==> src/pm_isa_pkg.sv <==
`default_nettype none

package pm_isa_pkg;

	// counter widths
	localparam int lg_w = 2;
	localparam int lk_w = 4;
	localparam int mc_w = 2;

	// opcodes decoded by the model
	localparam logic [5:0] op_lw  = 6'o20;
	localparam logic [5:0] op_grp = 6'o31;
	localparam logic [5:0] op_md  = 6'o56;
	localparam logic [5:0] op_shc = 6'o73;

	// instruction word, op in the top six bits
	typedef struct packed {
		logic [5:0] op;
		logic       d;
		logic [2:0] a;
		logic [2:0] b;
		logic [2:0] c;
	} pm_instr_t;

	// bit 2 marks an opcode outside the four classes
	typedef enum logic [2:0] {
		oc_md  = 3'b000,
		oc_lw  = 3'b001,
		oc_shc = 3'b010,
		oc_grp = 3'b011,
		oc_ill = 3'b100
	} pm_opclass_t;

	typedef enum logic [2:0] {
		st_p0 = 3'd0,
		st_p1 = 3'd1,
		st_p2 = 3'd2,
		st_p3 = 3'd3,
		st_p4 = 3'd4,
		st_p5 = 3'd5,
		st_i  = 3'd6
	} pm_state_t;

	function automatic pm_opclass_t op_class(input logic [5:0] op);
		case (op)
			op_md:   op_class = oc_md;
			op_lw:   op_class = oc_lw;
			op_shc:  op_class = oc_shc;
			op_grp:  op_class = oc_grp;
			default: op_class = oc_ill;
		endcase
	endfunction

endpackage

`default_nettype wire

==> src/pm_bus_pkg.sv <==
`default_nettype none

package pm_bus_pkg;

	// register offsets on the control port
	localparam logic [3:0] addr_ir     = 4'h0;
	localparam logic [3:0] addr_ctl    = 4'h4;
	localparam logic [3:0] addr_status = 4'h8;

	// master to slave
	typedef struct packed {
		logic [3:0]  awaddr;
		logic        awvalid;
		logic [15:0] wdata;
		logic        wvalid;
		logic        bready;
		logic [3:0]  araddr;
		logic        arvalid;
		logic        rready;
	} axil_req_t;

	// slave to master
	typedef struct packed {
		logic        awready;
		logic        wready;
		logic [1:0]  bresp;
		logic        bvalid;
		logic        arready;
		logic [15:0] rdata;
		logic [1:0]  rresp;
		logic        rvalid;
	} axil_rsp_t;

	// one word per state cycle
	typedef struct packed {
		pm_isa_pkg::pm_state_t        state;
		logic                         w_ic;
		logic                         w_ac;
		logic                         w_ar;
		logic                         w_r;
		logic [2:0]                   rsel;
		logic [pm_isa_pkg::lg_w-1:0]  lg;
		logic [pm_isa_pkg::lk_w-1:0]  lk;
	} pm_uop_t;

	// run sits in bit 0
	typedef struct packed {
		logic [6:0]                  rsvd;
		pm_isa_pkg::pm_opclass_t     opclass;
		logic [pm_isa_pkg::mc_w-1:0] mc;
		logic                        int_taken;
		logic                        illegal;
		logic                        busy;
		logic                        run;
	} pm_status_t;

endpackage

`default_nettype wire

==> src/pm_panel_regs.sv <==
`default_nettype none

module pm_panel_regs (
	input  wire                              __clk,
	input  wire                              rst_n,
	input  wire pm_bus_pkg::axil_req_t       req,
	output pm_bus_pkg::axil_rsp_t            rsp,
	input  wire                              busy,
	input  wire                              run,
	input  wire                              int_taken,
	input  wire                              illegal,
	input  wire [pm_isa_pkg::mc_w-1:0]       mc,
	output pm_isa_pkg::pm_instr_t            ir,
	output logic                             ir_load,
	output logic                             start_cmd,
	output logic                             stop_cmd
);
	import pm_isa_pkg::*;
	import pm_bus_pkg::*;

	logic        aw_held;
	logic        w_held;
	logic [3:0]  aw_addr_q;
	logic [15:0] w_data_q;
	logic [3:0]  wr_addr;
	logic [15:0] wr_data;
	logic        awready;
	logic        wready;
	logic        arready;
	logic        aw_fire;
	logic        w_fire;
	logic        ar_fire;
	logic        wr_do;
	logic        ir_refused;
	logic        bvalid;
	logic        rvalid;
	logic [15:0] rdata;
	logic        int_flag;
	pm_status_t  status;

	// the panel only loads an instruction into an idle, running unit
	assign ir_refused = (req.awaddr == addr_ir) && (busy || !run);

	// one response in flight per channel
	assign awready = !aw_held && !bvalid && !ir_refused;
	assign wready  = !w_held && !bvalid;
	assign arready = !rvalid;

	assign aw_fire = req.awvalid && awready;
	assign w_fire  = req.wvalid && wready;
	assign ar_fire = req.arvalid && arready;

	assign wr_addr = aw_held ? aw_addr_q : req.awaddr;
	assign wr_data = w_held ? w_data_q : req.wdata;
	assign wr_do   = (aw_held || aw_fire) && (w_held || w_fire);

	always_comb begin
		rsp         = '0;
		rsp.awready = awready;
		rsp.wready  = wready;
		rsp.bvalid  = bvalid;
		rsp.arready = arready;
		rsp.rdata   = rdata;
		rsp.rvalid  = rvalid;
	end

	always_comb begin
		status           = '0;
		status.run       = run;
		status.busy      = busy;
		status.illegal   = illegal;
		status.int_taken = int_flag;
		status.mc        = mc;
		status.opclass   = op_class(ir.op);
	end

	always_ff @(posedge __clk or negedge rst_n) begin
		if (!rst_n) begin
			aw_held   <= 1'b0;
			w_held    <= 1'b0;
			bvalid    <= 1'b0;
			ir        <= '0;
			ir_load   <= 1'b0;
			start_cmd <= 1'b0;
			stop_cmd  <= 1'b0;
		end else begin
			ir_load   <= 1'b0;
			start_cmd <= 1'b0;
			stop_cmd  <= 1'b0;
			if (bvalid && req.bready)
				bvalid <= 1'b0;
			if (wr_do) begin
				bvalid  <= 1'b1;
				aw_held <= 1'b0;
				w_held  <= 1'b0;
				case (wr_addr)
					addr_ir: begin
						ir      <= pm_instr_t'(wr_data);
						ir_load <= 1'b1;
					end
					addr_ctl: begin
						start_cmd <= wr_data[0];
						stop_cmd  <= wr_data[1];
					end
					default: ;
				endcase
			end else begin
				if (aw_fire)
					aw_held <= 1'b1;
				if (w_fire)
					w_held <= 1'b1;
			end
		end
	end

	// read side
	always_ff @(posedge __clk or negedge rst_n) begin
		if (!rst_n) begin
			rvalid <= 1'b0;
		end else if (ar_fire) begin
			rvalid <= 1'b1;
		end else if (rvalid && req.rready) begin
			rvalid <= 1'b0;
		end
	end

	always_ff @(posedge __clk) begin
		if (aw_fire)
			aw_addr_q <= req.awaddr;
		if (w_fire)
			w_data_q <= req.wdata;
		if (ar_fire) begin
			case (req.araddr)
				addr_ir:     rdata <= ir;
				addr_ctl:    rdata <= {15'd0, run};
				addr_status: rdata <= status;
				default:     rdata <= '0;
			endcase
		end
	end

	// interrupt seen, kept until the next instruction load
	always_ff @(posedge __clk or negedge rst_n) begin
		if (!rst_n)
			int_flag <= 1'b0;
		else if (ir_load)
			int_flag <= 1'b0;
		else if (int_taken)
			int_flag <= 1'b1;
	end

endmodule

`default_nettype wire

==> src/pm_cycle_ctl.sv <==
`default_nettype none

module pm_cycle_ctl (
	input  wire                        __clk,
	input  wire                        rst_n,
	input  wire                        start_cmd,
	input  wire                        stop_cmd,
	input  wire                        ir_load,
	input  wire                        instr_done,
	input  wire                        irq,
	input  wire [pm_isa_pkg::mc_w-1:0] mc,
	output logic                       run,
	output logic                       cycle_go,
	output logic                       int_take
);

	logic start_ff;
	logic wait_ff;
	logic stop_pend;
	logic in_instr;
	logic stop_now;

	assign run      = start_ff && !wait_ff;
	assign cycle_go = ir_load && run;

	// stop lands at instruction end, or at once when nothing runs
	assign stop_now = (stop_pend || stop_cmd) && (instr_done || (!in_instr && !cycle_go));

	// no interrupt while a premodification is outstanding
	assign int_take = irq && (mc == '0);

	always_ff @(posedge __clk or negedge rst_n) begin
		if (!rst_n) begin
			start_ff  <= 1'b0;
			wait_ff   <= 1'b0;
			stop_pend <= 1'b0;
			in_instr  <= 1'b0;
		end else begin
			if (start_cmd) begin
				start_ff <= 1'b1;
				wait_ff  <= 1'b0;
			end else if (stop_now) begin
				wait_ff <= 1'b1;
			end

			if (stop_now && !start_cmd)
				stop_pend <= 1'b0;
			else if (stop_cmd)
				stop_pend <= 1'b1;

			if (cycle_go)
				in_instr <= 1'b1;
			else if (instr_done)
				in_instr <= 1'b0;
		end
	end

endmodule

`default_nettype wire

==> src/pm_state_seq.sv <==
`default_nettype none

module pm_state_seq (
	input  wire                         __clk,
	input  wire                         rst_n,
	input  wire                         cycle_go,
	input  wire                         int_take,
	input  wire                         exec_last,
	input  wire pm_isa_pkg::pm_instr_t  ir,
	output pm_isa_pkg::pm_state_t       state,
	output logic                        exec_first,
	output logic                        instr_done,
	output logic [pm_isa_pkg::mc_w-1:0] mc
);
	import pm_isa_pkg::*;

	// pending indicators {argument fetch, B-mod, premod}
	logic [2:0] mods_q;
	logic [2:0] mods;
	logic [2:0] used;
	pm_state_t  state_next;

	// in P1 the fields are decoded straight from the instruction
	assign mods = (state == st_p1) ? {ir.c == 3'd0, ir.b != 3'd0, ir.d} : mods_q;

	always_comb begin
		state_next = state;
		case (state)
			st_p0: begin
				if (cycle_go)
					state_next = st_p1;
			end
			st_p1, st_p2, st_p3, st_p4: begin
				if (mods[2])
					state_next = st_p2;
				else if (mods[1])
					state_next = st_p3;
				else if (mods[0])
					state_next = st_p4;
				else
					state_next = st_i;
			end
			st_i: begin
				if (exec_last)
					state_next = int_take ? st_p5 : st_p0;
			end
			default: state_next = st_p0;
		endcase
	end

	// indicator consumed by the state being entered
	always_comb begin
		case (state_next)
			st_p2:   used = 3'b100;
			st_p3:   used = 3'b010;
			st_p4:   used = 3'b001;
			default: used = 3'b000;
		endcase
	end

	assign exec_first = (state != st_i) && (state_next == st_i);
	assign instr_done = (state != st_p0) && (state_next == st_p0);

	always_ff @(posedge __clk or negedge rst_n) begin
		if (!rst_n) begin
			state  <= st_p0;
			mods_q <= 3'b000;
		end else begin
			state  <= state_next;
			mods_q <= mods & ~used;
		end
	end

	// premodification counter, saturating
	always_ff @(posedge __clk or negedge rst_n) begin
		if (!rst_n) begin
			mc <= '0;
		end else if (state == st_p1) begin
			if (op_class(ir.op) == oc_md)
				mc <= (mc == '1) ? mc : mc + mc_w'(1);
			else
				mc <= '0;
		end
	end

endmodule

`default_nettype wire

==> src/pm_counters.sv <==
`default_nettype none

module pm_counters (
	input  wire                         __clk,
	input  wire                         rst_n,
	input  wire pm_isa_pkg::pm_instr_t  ir,
	input  wire pm_isa_pkg::pm_state_t  state,
	input  wire                         exec_first,
	output logic [pm_isa_pkg::lg_w-1:0] lg,
	output logic [pm_isa_pkg::lk_w-1:0] lk,
	output logic                        exec_last
);
	import pm_isa_pkg::*;

	pm_opclass_t oc;
	logic        in_exec;

	assign oc      = op_class(ir.op);
	assign in_exec = (state == st_i);

	// shifts run until lk hits zero, groups until the fourth register
	always_comb begin
		case (oc)
			oc_shc:  exec_last = in_exec && (lk == '0);
			oc_grp:  exec_last = in_exec && (lg == '1);
			default: exec_last = in_exec;
		endcase
	end

	always_ff @(posedge __clk or negedge rst_n) begin
		if (!rst_n) begin
			lg <= '0;
			lk <= '0;
		end else if (exec_first) begin
			lg <= '0;
			lk <= (oc == oc_shc) ? ir[lk_w-1:0] : '0;
		end else if (in_exec && !exec_last) begin
			if (oc == oc_shc)
				lk <= lk - lk_w'(1);
			if (oc == oc_grp)
				lg <= lg + lg_w'(1);
		end
	end

endmodule

`default_nettype wire

==> src/pm_bus_ctl.sv <==
`default_nettype none

module pm_bus_ctl (
	input  wire pm_isa_pkg::pm_state_t  state,
	input  wire pm_isa_pkg::pm_instr_t  ir,
	input  wire [pm_isa_pkg::lg_w-1:0]  lg,
	input  wire [pm_isa_pkg::lk_w-1:0]  lk,
	output pm_bus_pkg::pm_uop_t         uop
);
	import pm_isa_pkg::*;

	pm_opclass_t oc;

	assign oc = op_class(ir.op);

	always_comb begin
		uop       = '0;
		uop.state = state;
		case (state)
			st_p1: uop.w_ic = 1'b1;
			st_p2: uop.w_ac = 1'b1;
			st_p3: begin
				uop.w_ar = 1'b1;
				uop.rsel = ir.b;
			end
			st_p4: begin
				uop.w_ar = 1'b1;
				uop.rsel = ir.a;
			end
			// interrupt receive loads both IC and AR
			st_p5: begin
				uop.w_ic = 1'b1;
				uop.w_ar = 1'b1;
			end
			st_i: begin
				uop.w_r = (oc == oc_lw) || (oc == oc_shc) || (oc == oc_grp);
				// group transfer walks registers by the group counter
				uop.rsel = (oc == oc_grp) ? {1'b0, lg} : ir.a;
				uop.lg   = lg;
				uop.lk   = lk;
			end
			default: ;
		endcase
	end

endmodule

`default_nettype wire

==> src/pm_top.sv <==
`default_nettype none

module pm_top (
	input  wire                        __clk,
	input  wire                        rst_n,
	input  wire pm_bus_pkg::axil_req_t req,
	output pm_bus_pkg::axil_rsp_t      rsp,
	input  wire                        irq,
	output pm_bus_pkg::pm_uop_t        uop,
	output logic                       uop_valid
);
	import pm_isa_pkg::*;

	pm_instr_t         ir;
	pm_state_t         state;
	logic              ir_load;
	logic              start_cmd;
	logic              stop_cmd;
	logic              busy;
	logic              run;
	logic              int_entry;
	logic              illegal;
	logic              cycle_go;
	logic              int_take;
	logic              exec_first;
	logic              exec_last;
	logic              instr_done;
	logic [mc_w-1:0]   mc;
	logic [lg_w-1:0]   lg;
	logic [lk_w-1:0]   lk;

	assign busy      = ir_load || (state != st_p0);
	assign uop_valid = (state != st_p0);
	assign int_entry = (state == st_p5);
	assign illegal   = (op_class(ir.op) == oc_ill);

	pm_panel_regs u_panel (
		.__clk     (__clk),
		.rst_n     (rst_n),
		.req       (req),
		.rsp       (rsp),
		.busy      (busy),
		.run       (run),
		.int_taken (int_entry),
		.illegal   (illegal),
		.mc        (mc),
		.ir        (ir),
		.ir_load   (ir_load),
		.start_cmd (start_cmd),
		.stop_cmd  (stop_cmd)
	);

	pm_cycle_ctl u_cycle (
		.__clk      (__clk),
		.rst_n      (rst_n),
		.start_cmd  (start_cmd),
		.stop_cmd   (stop_cmd),
		.ir_load    (ir_load),
		.instr_done (instr_done),
		.irq        (irq),
		.mc         (mc),
		.run        (run),
		.cycle_go   (cycle_go),
		.int_take   (int_take)
	);

	pm_state_seq u_seq (
		.__clk      (__clk),
		.rst_n      (rst_n),
		.cycle_go   (cycle_go),
		.int_take   (int_take),
		.exec_last  (exec_last),
		.ir         (ir),
		.state      (state),
		.exec_first (exec_first),
		.instr_done (instr_done),
		.mc         (mc)
	);

	pm_counters u_cnt (
		.__clk      (__clk),
		.rst_n      (rst_n),
		.ir         (ir),
		.state      (state),
		.exec_first (exec_first),
		.lg         (lg),
		.lk         (lk),
		.exec_last  (exec_last)
	);

	pm_bus_ctl u_bus (
		.state (state),
		.ir    (ir),
		.lg    (lg),
		.lk    (lk),
		.uop   (uop)
	);

endmodule

`default_nettype wire

==> config.mk <==
export PLATFORM = sky130hd
export DESIGN_NAME = pm_top
export DESIGN_NICKNAME = d
export VERILOG_FILES = /design/src/pm_isa_pkg.sv /design/src/pm_bus_pkg.sv /design/src/pm_panel_regs.sv /design/src/pm_cycle_ctl.sv /design/src/pm_state_seq.sv /design/src/pm_counters.sv /design/src/pm_bus_ctl.sv /design/src/pm_top.sv
export SDC_FILE = /design/constraint.sdc
export NUM_CORES = 1
export LEC_CHECK = 0
export BUFFER_PORTS_ARGS = -buffer_cell sky130_fd_sc_hd__clkbuf_2
export CAP_MARGIN = 40
export CORE_MARGIN = 5
export CORE_UTILIZATION = 36
export CTS_CLUSTER_DIAMETER = 60
export CTS_CLUSTER_SIZE = 20
export DETAILED_ROUTE_END_ITERATION = 16
export PLACE_DENSITY = 0.53
export SYNTH_ARGS = -nofsm -noshare
export SYNTH_HDL_FRONTEND = slang
export SYNTH_SLANG_ARGS = --single-unit
export TNS_END_PERCENT = 30
==> constraint.sdc <==
create_clock -name __clk -period 3 [get_ports __clk]
set_input_delay 0.3 -clock __clk [delete_from_list [all_inputs] [get_ports __clk]]
set_output_delay 0.3 -clock __clk [all_outputs]
set_load 0.01 [all_outputs]
==> results of run 1 <==
## how the worst max path moves through the flow
stage,end,slack (ns),cells after the start
after floorplan,u_cnt.lk[3]$_DFFE_PN0P_,1.0,6
after detailed placement,u_panel.aw_addr_q[0]$_DFFE_PP_,0.63,5
after global routing,uop[7],0.36,6
after global placement,u_panel.aw_addr_q[3]$_DFFE_PP_,0.71,5
after CTS,uop[7],0.49,6
final,uop[7],0.51,6
## cells by family after synthesis
logic type	after synthesis	synth area share (%)
adder cells (fa/ha/maj)	5	1.66
other	1	0.0995
flip-flops	78	56.6
XOR/XNOR	4	0.930
multiplexers	21	5.61
AND/OR/NAND/NOR	125	18.3
buffers and inverters	36	4.71
AO/OA/AOI/OAI	68	12.1
## layout make-up
type                       instances  area [um2]
clock buffer                      10         149
clock inverter                     6        91.3
fill                            1014        5770
inverter                          17        63.8
multi-input combinational        227        1480
sequential                        78        2130
tap                              136         170
timing repair buffer              77         428
## metal layers
layer  share of wire, %  up-vias
met4                1.7        0
li1                   -     1347
met3                5.5       14
met5                  0        -
met1                 48     1325
met2                 44       99
## flip-flops by register name, indices dropped and copies added (netlist names)
name               count
u_panel.w_data_q      16
u_panel.int_flag       1
u_panel.ir            16
u_seq.mc               2
u_panel.ir_load        1
u_seq.state            3
u_panel.start_cmd      1
u_cycle.start_ff       1
u_cycle.stop_pend      1
u_panel.rvalid         1
u_panel.aw_held        1
u_cnt.lg               2
u_panel.stop_cmd       1
u_cnt.lk               4
u_cycle.in_instr       1
u_panel.aw_addr_q      4
u_panel.w_held         1
u_seq.mods_q           3
u_panel.bvalid         1
u_cycle.wait_ff        1
u_panel.rdata         16
## report_power, final
group	switching (W)	leakage [nW]	internal, W	total [W]
Clock	0.000398	0.122	0.000524	0.000922
Sequential	0.000293	0.886	0.00140	0.00169
Combinational	0.000767	0.924	0.000516	0.00128
## cells in the mapped netlist (all sizes together) (3+ instances only)
master	n	share of area, %
a21oi	28	4.3
a22o	5	1.2
and2	9	1.5
and3	4	0.66
buf	14	2.5
clkbuf	5	0.50
dfrtp	42	28
edfxtp	36	29
ha	5	1.7
inv	17	1.7
mux2i	20	5.3
nand2	22	2.2
nand3	8	1.1
nor2	38	3.9
nor2b	7	1.2
nor3	11	2.0
nor3b	3	0.60
nor4	6	1.8
o21ai	14	2.0
o22ai	3	0.50
or2	3	0.50
or3	3	0.50
xnor2	3	0.70
## metrics by stage
step | worst slack, ns | hold WS, ns | area, um2
final | 0.506 | 0.120 | 4510
after global routing | 0.364 | 0.100 | 4510
after CTS | 0.491 | 0.109 | 4510
after detailed placement | 0.633 | 0.377 | 4260
after global placement | 0.713 | 0.376 | 4230
after floorplan | 0.998 | 0.00441 | 3780
==> flow_results.org, run 1 <==
** Cells and area
- The area growth from synthesis to layout is 19.7%.
- The count of cells in the finished layout, fillers not included, comes to 551.
- Top library cells by usage in the layout, fill and taps aside :: clkbuf_2 (69), dfrtp_1 (42), nor2_1 (37)
- Leading cell type in the layout, fill and taps excluded :: clkbuf_2
- Post-route core utilization :: 43.9%
- Total number of nets in the final design :: 447
- Cells with a size suffix above 1 make up 26.7% of the layout.
- Number of antenna cells inserted :: 0

** Synthesis
- Synthesis inferred 78 register bits.
- Counting flops with an async set or reset pin after synthesis yields a share of 53.8%.
- The cell area that synthesis handed to floorplanning was 3770 um2.
- Sequential elements use 56.6% of the synthesized area.
- Yosys printed 0 warnings.
- Main flop type after synthesis :: dfrtp_1
- Mean Syn Cell Area :: 11.1 um2
- The cell count after synthesis came out at 338.
- EDFF count, synth :: 36
- Yosys mapped the design onto 57 distinct sky130hd cell types.

** Run
- Across the run, the number of max-cap violations was 0.

** Critical path
- Slowest Stage Delay on Critical Path :: 0.59 ns
- Startpoint type of the worst setup path :: register
- The endpoint identified for the worst register-to-register timing path is u_panel.aw_addr_q[0]$_DFFE_PP_.
- Along the worst path, the maximum fanout reaches 5.
- List of cells traversed by the critical path :: or4b_4, nor2_1, nand2_1, mux2i_1, o22ai_1, clkbuf_2
- Kind of end point of the critical path :: primary output
- The critical path starts at u_panel.ir[12]$_DFFE_PN0P_.
- Number of buffer and inverter stages on the critical path :: 1
- Type of the worst setup path :: reg -> out
- Required time of the critical path :: 2.70 ns
- Arrival time at the worst endpoint :: 2.19 ns
- The number of cells on the worst reg-to-reg path is 5.
- For flop-to-flop paths, the worst setup slack is 0.62 ns.
- The worst register-to-register path begins at u_seq.state[0]$_DFF_PN0_.
- The largest individual stage delay along the critical path comes from the cell or4b_4.
- Family of cells with the greatest summed delay on the critical path :: simple AND/OR/NAND/NOR gates

** Global routing
- For this run the aggregate overflow at the end of global routing stands at 0.
- The first global-routing pass estimated 14100 um of wire.
- The initial antenna violation count is 0.
- Global routing used 2.59% of the available met3 tracks.
- Global routing used 14.0% of the available tracks.
- The global routing stage identified its most utilized layer as met2.
- Global routing consumed, on the met2 layer, 21.1% of the routing resources.
- Largest net degree at the start of global routing :: 34
- The via count of the first global-routing pass came to 2775.
- In the global route stage, met1 resource usage came out at 20.3%.

** Clock tree
- TritonCTS built the clock tree.
- CTS root buf :: clkbuf_8
- Clock latency on the worst-skew pair :: 0.34 ns
- In this run the post-CTS setup repair buffer count came out at 0.
- Number of clock sinks :: 78
- Number of H-tree levels :: 3
- Clock-pin slew was measured on the worst setup and hold paths at 0.08 ns.
- TritonCTS buffer count :: 9
- Clock Path Buffers :: 2
- Resize count post-CTS :: 0
- After clock tree synthesis, the flow added hold-fix buffers numbering 1.

** Route
- Once detail routing completed, the nets flagged for antenna violations numbered 0.
- Before antenna repair, the detailed router went through 4 iterations.
- The routed layout has 2785 vias.
- After detailed routing, the average wire length per cell comes to 15.7 um.
- Summed over all layers, the routed wires come to 8660 um.
- Number of violations reported at the end of detailed-routing iteration 0 :: 118
- For this run, design rule violations remaining after detail routing come to 0.
- Using the TritonRoute via totals, the vias-per-cell ratio works out to 5.05.

** Timing
- Setup repair after global routing left no endpoint under its margin.
- Time the worst path needs with I/O delays and setup :: 2.49 ns
- Post-route setup TNS :: 0 ns
- The count of pins over their slew limit came to 0.
- Setup violations remaining at the end of the flow were counted as 0.
- On the final layout, the worst clock skew is 0.00664 ns.
- At the pin with the least slew margin, the transition time is 0.722 ns.
- Fmax :: 0.401 GHz
- Headroom to the max-slew limit came out at 51.9%.
- The final number of hold-violating endpoints is 0.
- After layout, the worst path uses 83.1% of the clock period.

** Placement
- During placement, the flow inserted port buffers numbering 69.
- The congestion estimate from routability-driven global placement came to 0.912.
- After detailed placement, the design holds a cell count of 534.
- DP Wirelength :: 6530 um

** Die
- Core Rows :: 37
- Overall die width :: 112 um
- Area of the core :: 10300 um2
- Die Area :: 12600 um2
- In this run the vertical extent of the chip is 112 um.
- IO Count :: 74
- Starting utilization of the core area :: 36.7%

** Power
- Final total power :: 0.00390 W
- Leakage power :: 1.93 nW
- The worst-case IR drop observed on VDD is 0.000493 V.
- Cell area power density :: 864 nW/um2

** Hold path
- Hold path endpoint :: u_panel.rvalid$_DFFE_PN0P_
- Hold path depth :: 2
- Type of the tightest min-delay check :: in -> reg
- Hold Startpoint :: req[0]

** Run status
- Result of the run :: finished clean
Power figures use the tool's default switching activity.
==> run 2: changes to the inputs <==
PLACE_DENSITY = 0.55   (was 0.53)
clock period = 2.29 ns   (was 3 ns; I/O delays follow)
==> run 2 against run 1 <==
Combinational power grew 55%. Critical path depth unchanged. Die area unchanged. Flip-flop and latch count is the same. Sequential share of layout area down 1.3 points. Core utilization grew 1.3 points. Sequential power up 27%. Cell area grew 2.9%. Via count decreased by 1.0%. Critical endpoint is now uop[6]. Largest power group unchanged.
==> flow_results.org, run 2 (same netlist as run 1, synthesis figures left out) <==
** Route
- Total number of vias :: 2757
- Detail Route Antenna Nets :: 0
- Total routed wirelength :: 9010 um
- For this run, the detailed router's first-pass iteration total came to 4.
- Top Metal Used :: met4
- After detailed routing, the average wire length per cell comes to 15.9 um.
- After detailed routing, the met2 layer carries 4050 um of wire.
- Number of violations reported at the end of detailed-routing iteration 0 :: 135
- For this block, wires on met1 add up to 4330 um.
- Wire segments on met3 add up to 488 um in the final route.
- Ratio of routed vias to standard cells :: 4.87
- DRC violations left :: 0

** Timing
- Measured against its own limit, the worst slew margin works out to 49.3%.
- Time the worst path needs with I/O delays and setup :: 2.26 ns
- Between clock sinks in the finished design, the worst skew comes to 0.0117 ns.
- Unrepaired setup endpoints after global routing :: true
- Final Hold Violating Endpoints :: 0
- Fmax :: 0.442 GHz
- The count of pins over their slew limit came to 0.
- Setup violations remaining at the end of the flow were counted as 0.
- Portion of the clock cycle consumed by the worst path in the final layout :: 98.7%
- For the pin with the worst max-slew slack, the measured transition is 0.761 ns.

** Clock tree
- CTS root buf :: clkbuf_8
- At the later pin of the worst-skew pair, clock insertion delay measures 0.35 ns.
- Number of clock sinks :: 78
- TritonCTS buffer count :: 9
- Counting along the longest clock path gives a buffer depth of 2.
- The clock tree synthesis step divided the H-tree into 3 levels.
- Clock-pin slew on the worst setup and hold paths :: 0.09 ns
- TritonCTS built the clock tree.

** Die
- IO Count :: 74
- The die is 112 um tall.
- Core Rows :: 37
- The die is 112 um wide.
- The die covers 12600 um2.
- Area of the core :: 10300 um2
- The initial utilization of the core area, before any placement, comes to 36.7%.

** Global routing
- Number of global-route vias before repair :: 2790
- Number of antenna violations at the first check in global routing :: 0
- Global-route wire length before repair :: 14700 um
- GRT Resource Usage Total :: 14.8%
- Global routing finished with a remaining overflow of 0.
- Largest net degree at the start of global routing :: 34

** Power
- Net switching power figure :: 0.00200 W
- Cell area power density :: 1130 nW/um2
- Final total power :: 0.00526 W
- For this design the static power due to leakage is 1.99 nW.
- Clock share of power :: 21.7%
- IR analysis of the VDD net gives a maximum drop of 0.000693 V.
- In this run, flip-flops and latches consume 40.6% of the power.
- Sw frac :: 38.1%
- Combinational logic burns 37.7% of the power.
- Internal Dissipation :: 0.00326 W

** Placement
- Placer Congestion :: 0.884
- Including well taps, the total number of placed cells is 542.
- DP Wirelength :: 6680 um
- Buffers placed on the I/O ports in this run total 69.

** Critical path
- Arrival time at the worst endpoint :: 2.03 ns
- Of all nets on the critical path, the largest fanout is 3.
- Startpoint type of the worst setup path :: register
- Number of buffer and inverter stages on the critical path :: 1
- Required time of the critical path :: 2.06 ns
- List of cells traversed by the critical path :: or4b_4, nor2_4, nand2_4, mux2i_2, o22ai_1, buf_2
- Worst-path cell with the longest stage delay :: or4b_4
- The kind of cell with the highest combined delay along the critical path is simple AND/OR/NAND/NOR gates.
- Type of the worst setup path :: reg -> out
- In this design, the stage delay of the slowest critical-path cell is 0.56 ns.
- The worst setup path is captured at a primary output.

** Cells and area
- Registers with the most flip-flops :: u_panel.ir (16), u_panel.rdata (16), u_panel.w_data_q (16)
- The library cell used most frequently in the layout, excluding fill and tap cells, is clkbuf_2.
- Cells with a size suffix above 1 make up 30.5% of the layout.
- Synthesis-to-finish area growth :: 23.1%
- The count of cells in the finished layout, fillers not included, comes to 566.
- The number of antenna diodes in the final layout is 0.
- The library cells used most frequently in the layout, excluding fill and tap cells, are clkbuf_2 (68), dfrtp_1 (42), nor2_1 (36), edfxtp_1 (36), a21oi_1 (25).
- Total number of nets in the final design :: 462

** Hold path
- The tightest min-delay check is of the in -> reg type.

** Run status
- Result of the run :: finished clean

** Run
- Max-cap violations in this run came to 0.
-- run 2: stage by stage --
step           hold WS (ns)  util [%]  area, um2  setup WS (ns)  setup TNS (ns)
4_1_cts              0.0367      44.5       4580         0.0254               0
6_report             0.0489      45.1       4640         0.0286               0
5_1_grt              0.0462      45.1       4640        -0.0488         -0.0694
3_5_place_dp          0.303      42.0       4310          0.136               0
2_1_floorplan       -0.0666         -       3780          0.288               0
3_3_place_gp          0.292      42.0       4310          0.204               0
-- run 2: final cells by class --
cell class              count  area (um2)
clock buffers              10         128
clock inverters             6        86.3
fillers                   986        5640
inverters                  17        63.8
multi-input cells         228        1530
flip-flops and latches     78        2130
well taps                 136         170
repair buffers             91         526
-- run 2: path summary, 6_finish.rpt --
kind | slack, ns | startpoint | end | cells past startpoint
max | 0.03 | u_panel.ir[12]$_DFFE_PN0P_ | uop[6] | 6
min | 0.05 | req[6] | u_panel.bvalid$_DFFE_PN0P_ | 2
max reg2reg | 0.07 | u_panel.ir[12]$_DFFE_PN0P_ | u_cycle.wait_ff$_DFFE_PN0P_ | 7
min reg2reg | 0.49 | u_panel.ir_load$_DFF_PN0_ | u_panel.int_flag$_DFFE_PN0P_ | 1
max in group asynchronous | 1.23 | rst_n | u_seq.state[2]$_DFF_PN0_ | 3
min in group asynchronous | 0.43 | rst_n | u_panel.ir[10]$_DFFE_PN0P_ | 2
-- run 2: per-layer routing --
metal	vias to the layer above	track usage, %
met5	-	0
met4	0	5.53
met3	11	2.96
met2	81	21.8
met1	1282	21.6
li1	1383	-
-- run 2: repair_timing --
item / CTS / global route
cloned: 0 / 1
resized for setup: 3 / 9
hold buffers: 1 / 0
hold endpoints to repair: 23 / 0
setup buffers: 4 / 2
endpoints found under the setup margin: 3 / 11
pin swaps: 1 / 6
-- run 2: power groups by stage --
stage	clock (W)	combinational (W)	sequential, W
final	0.00114	0.00198	0.00214
after global routing	0.00123	0.00223	0.00219
after CTS	0.00116	0.00191	0.00214
after detailed placement	0	0.00182	0.00218
after global placement	0	0.00180	0.00217
after floorplan	0	0.00126	0.00210
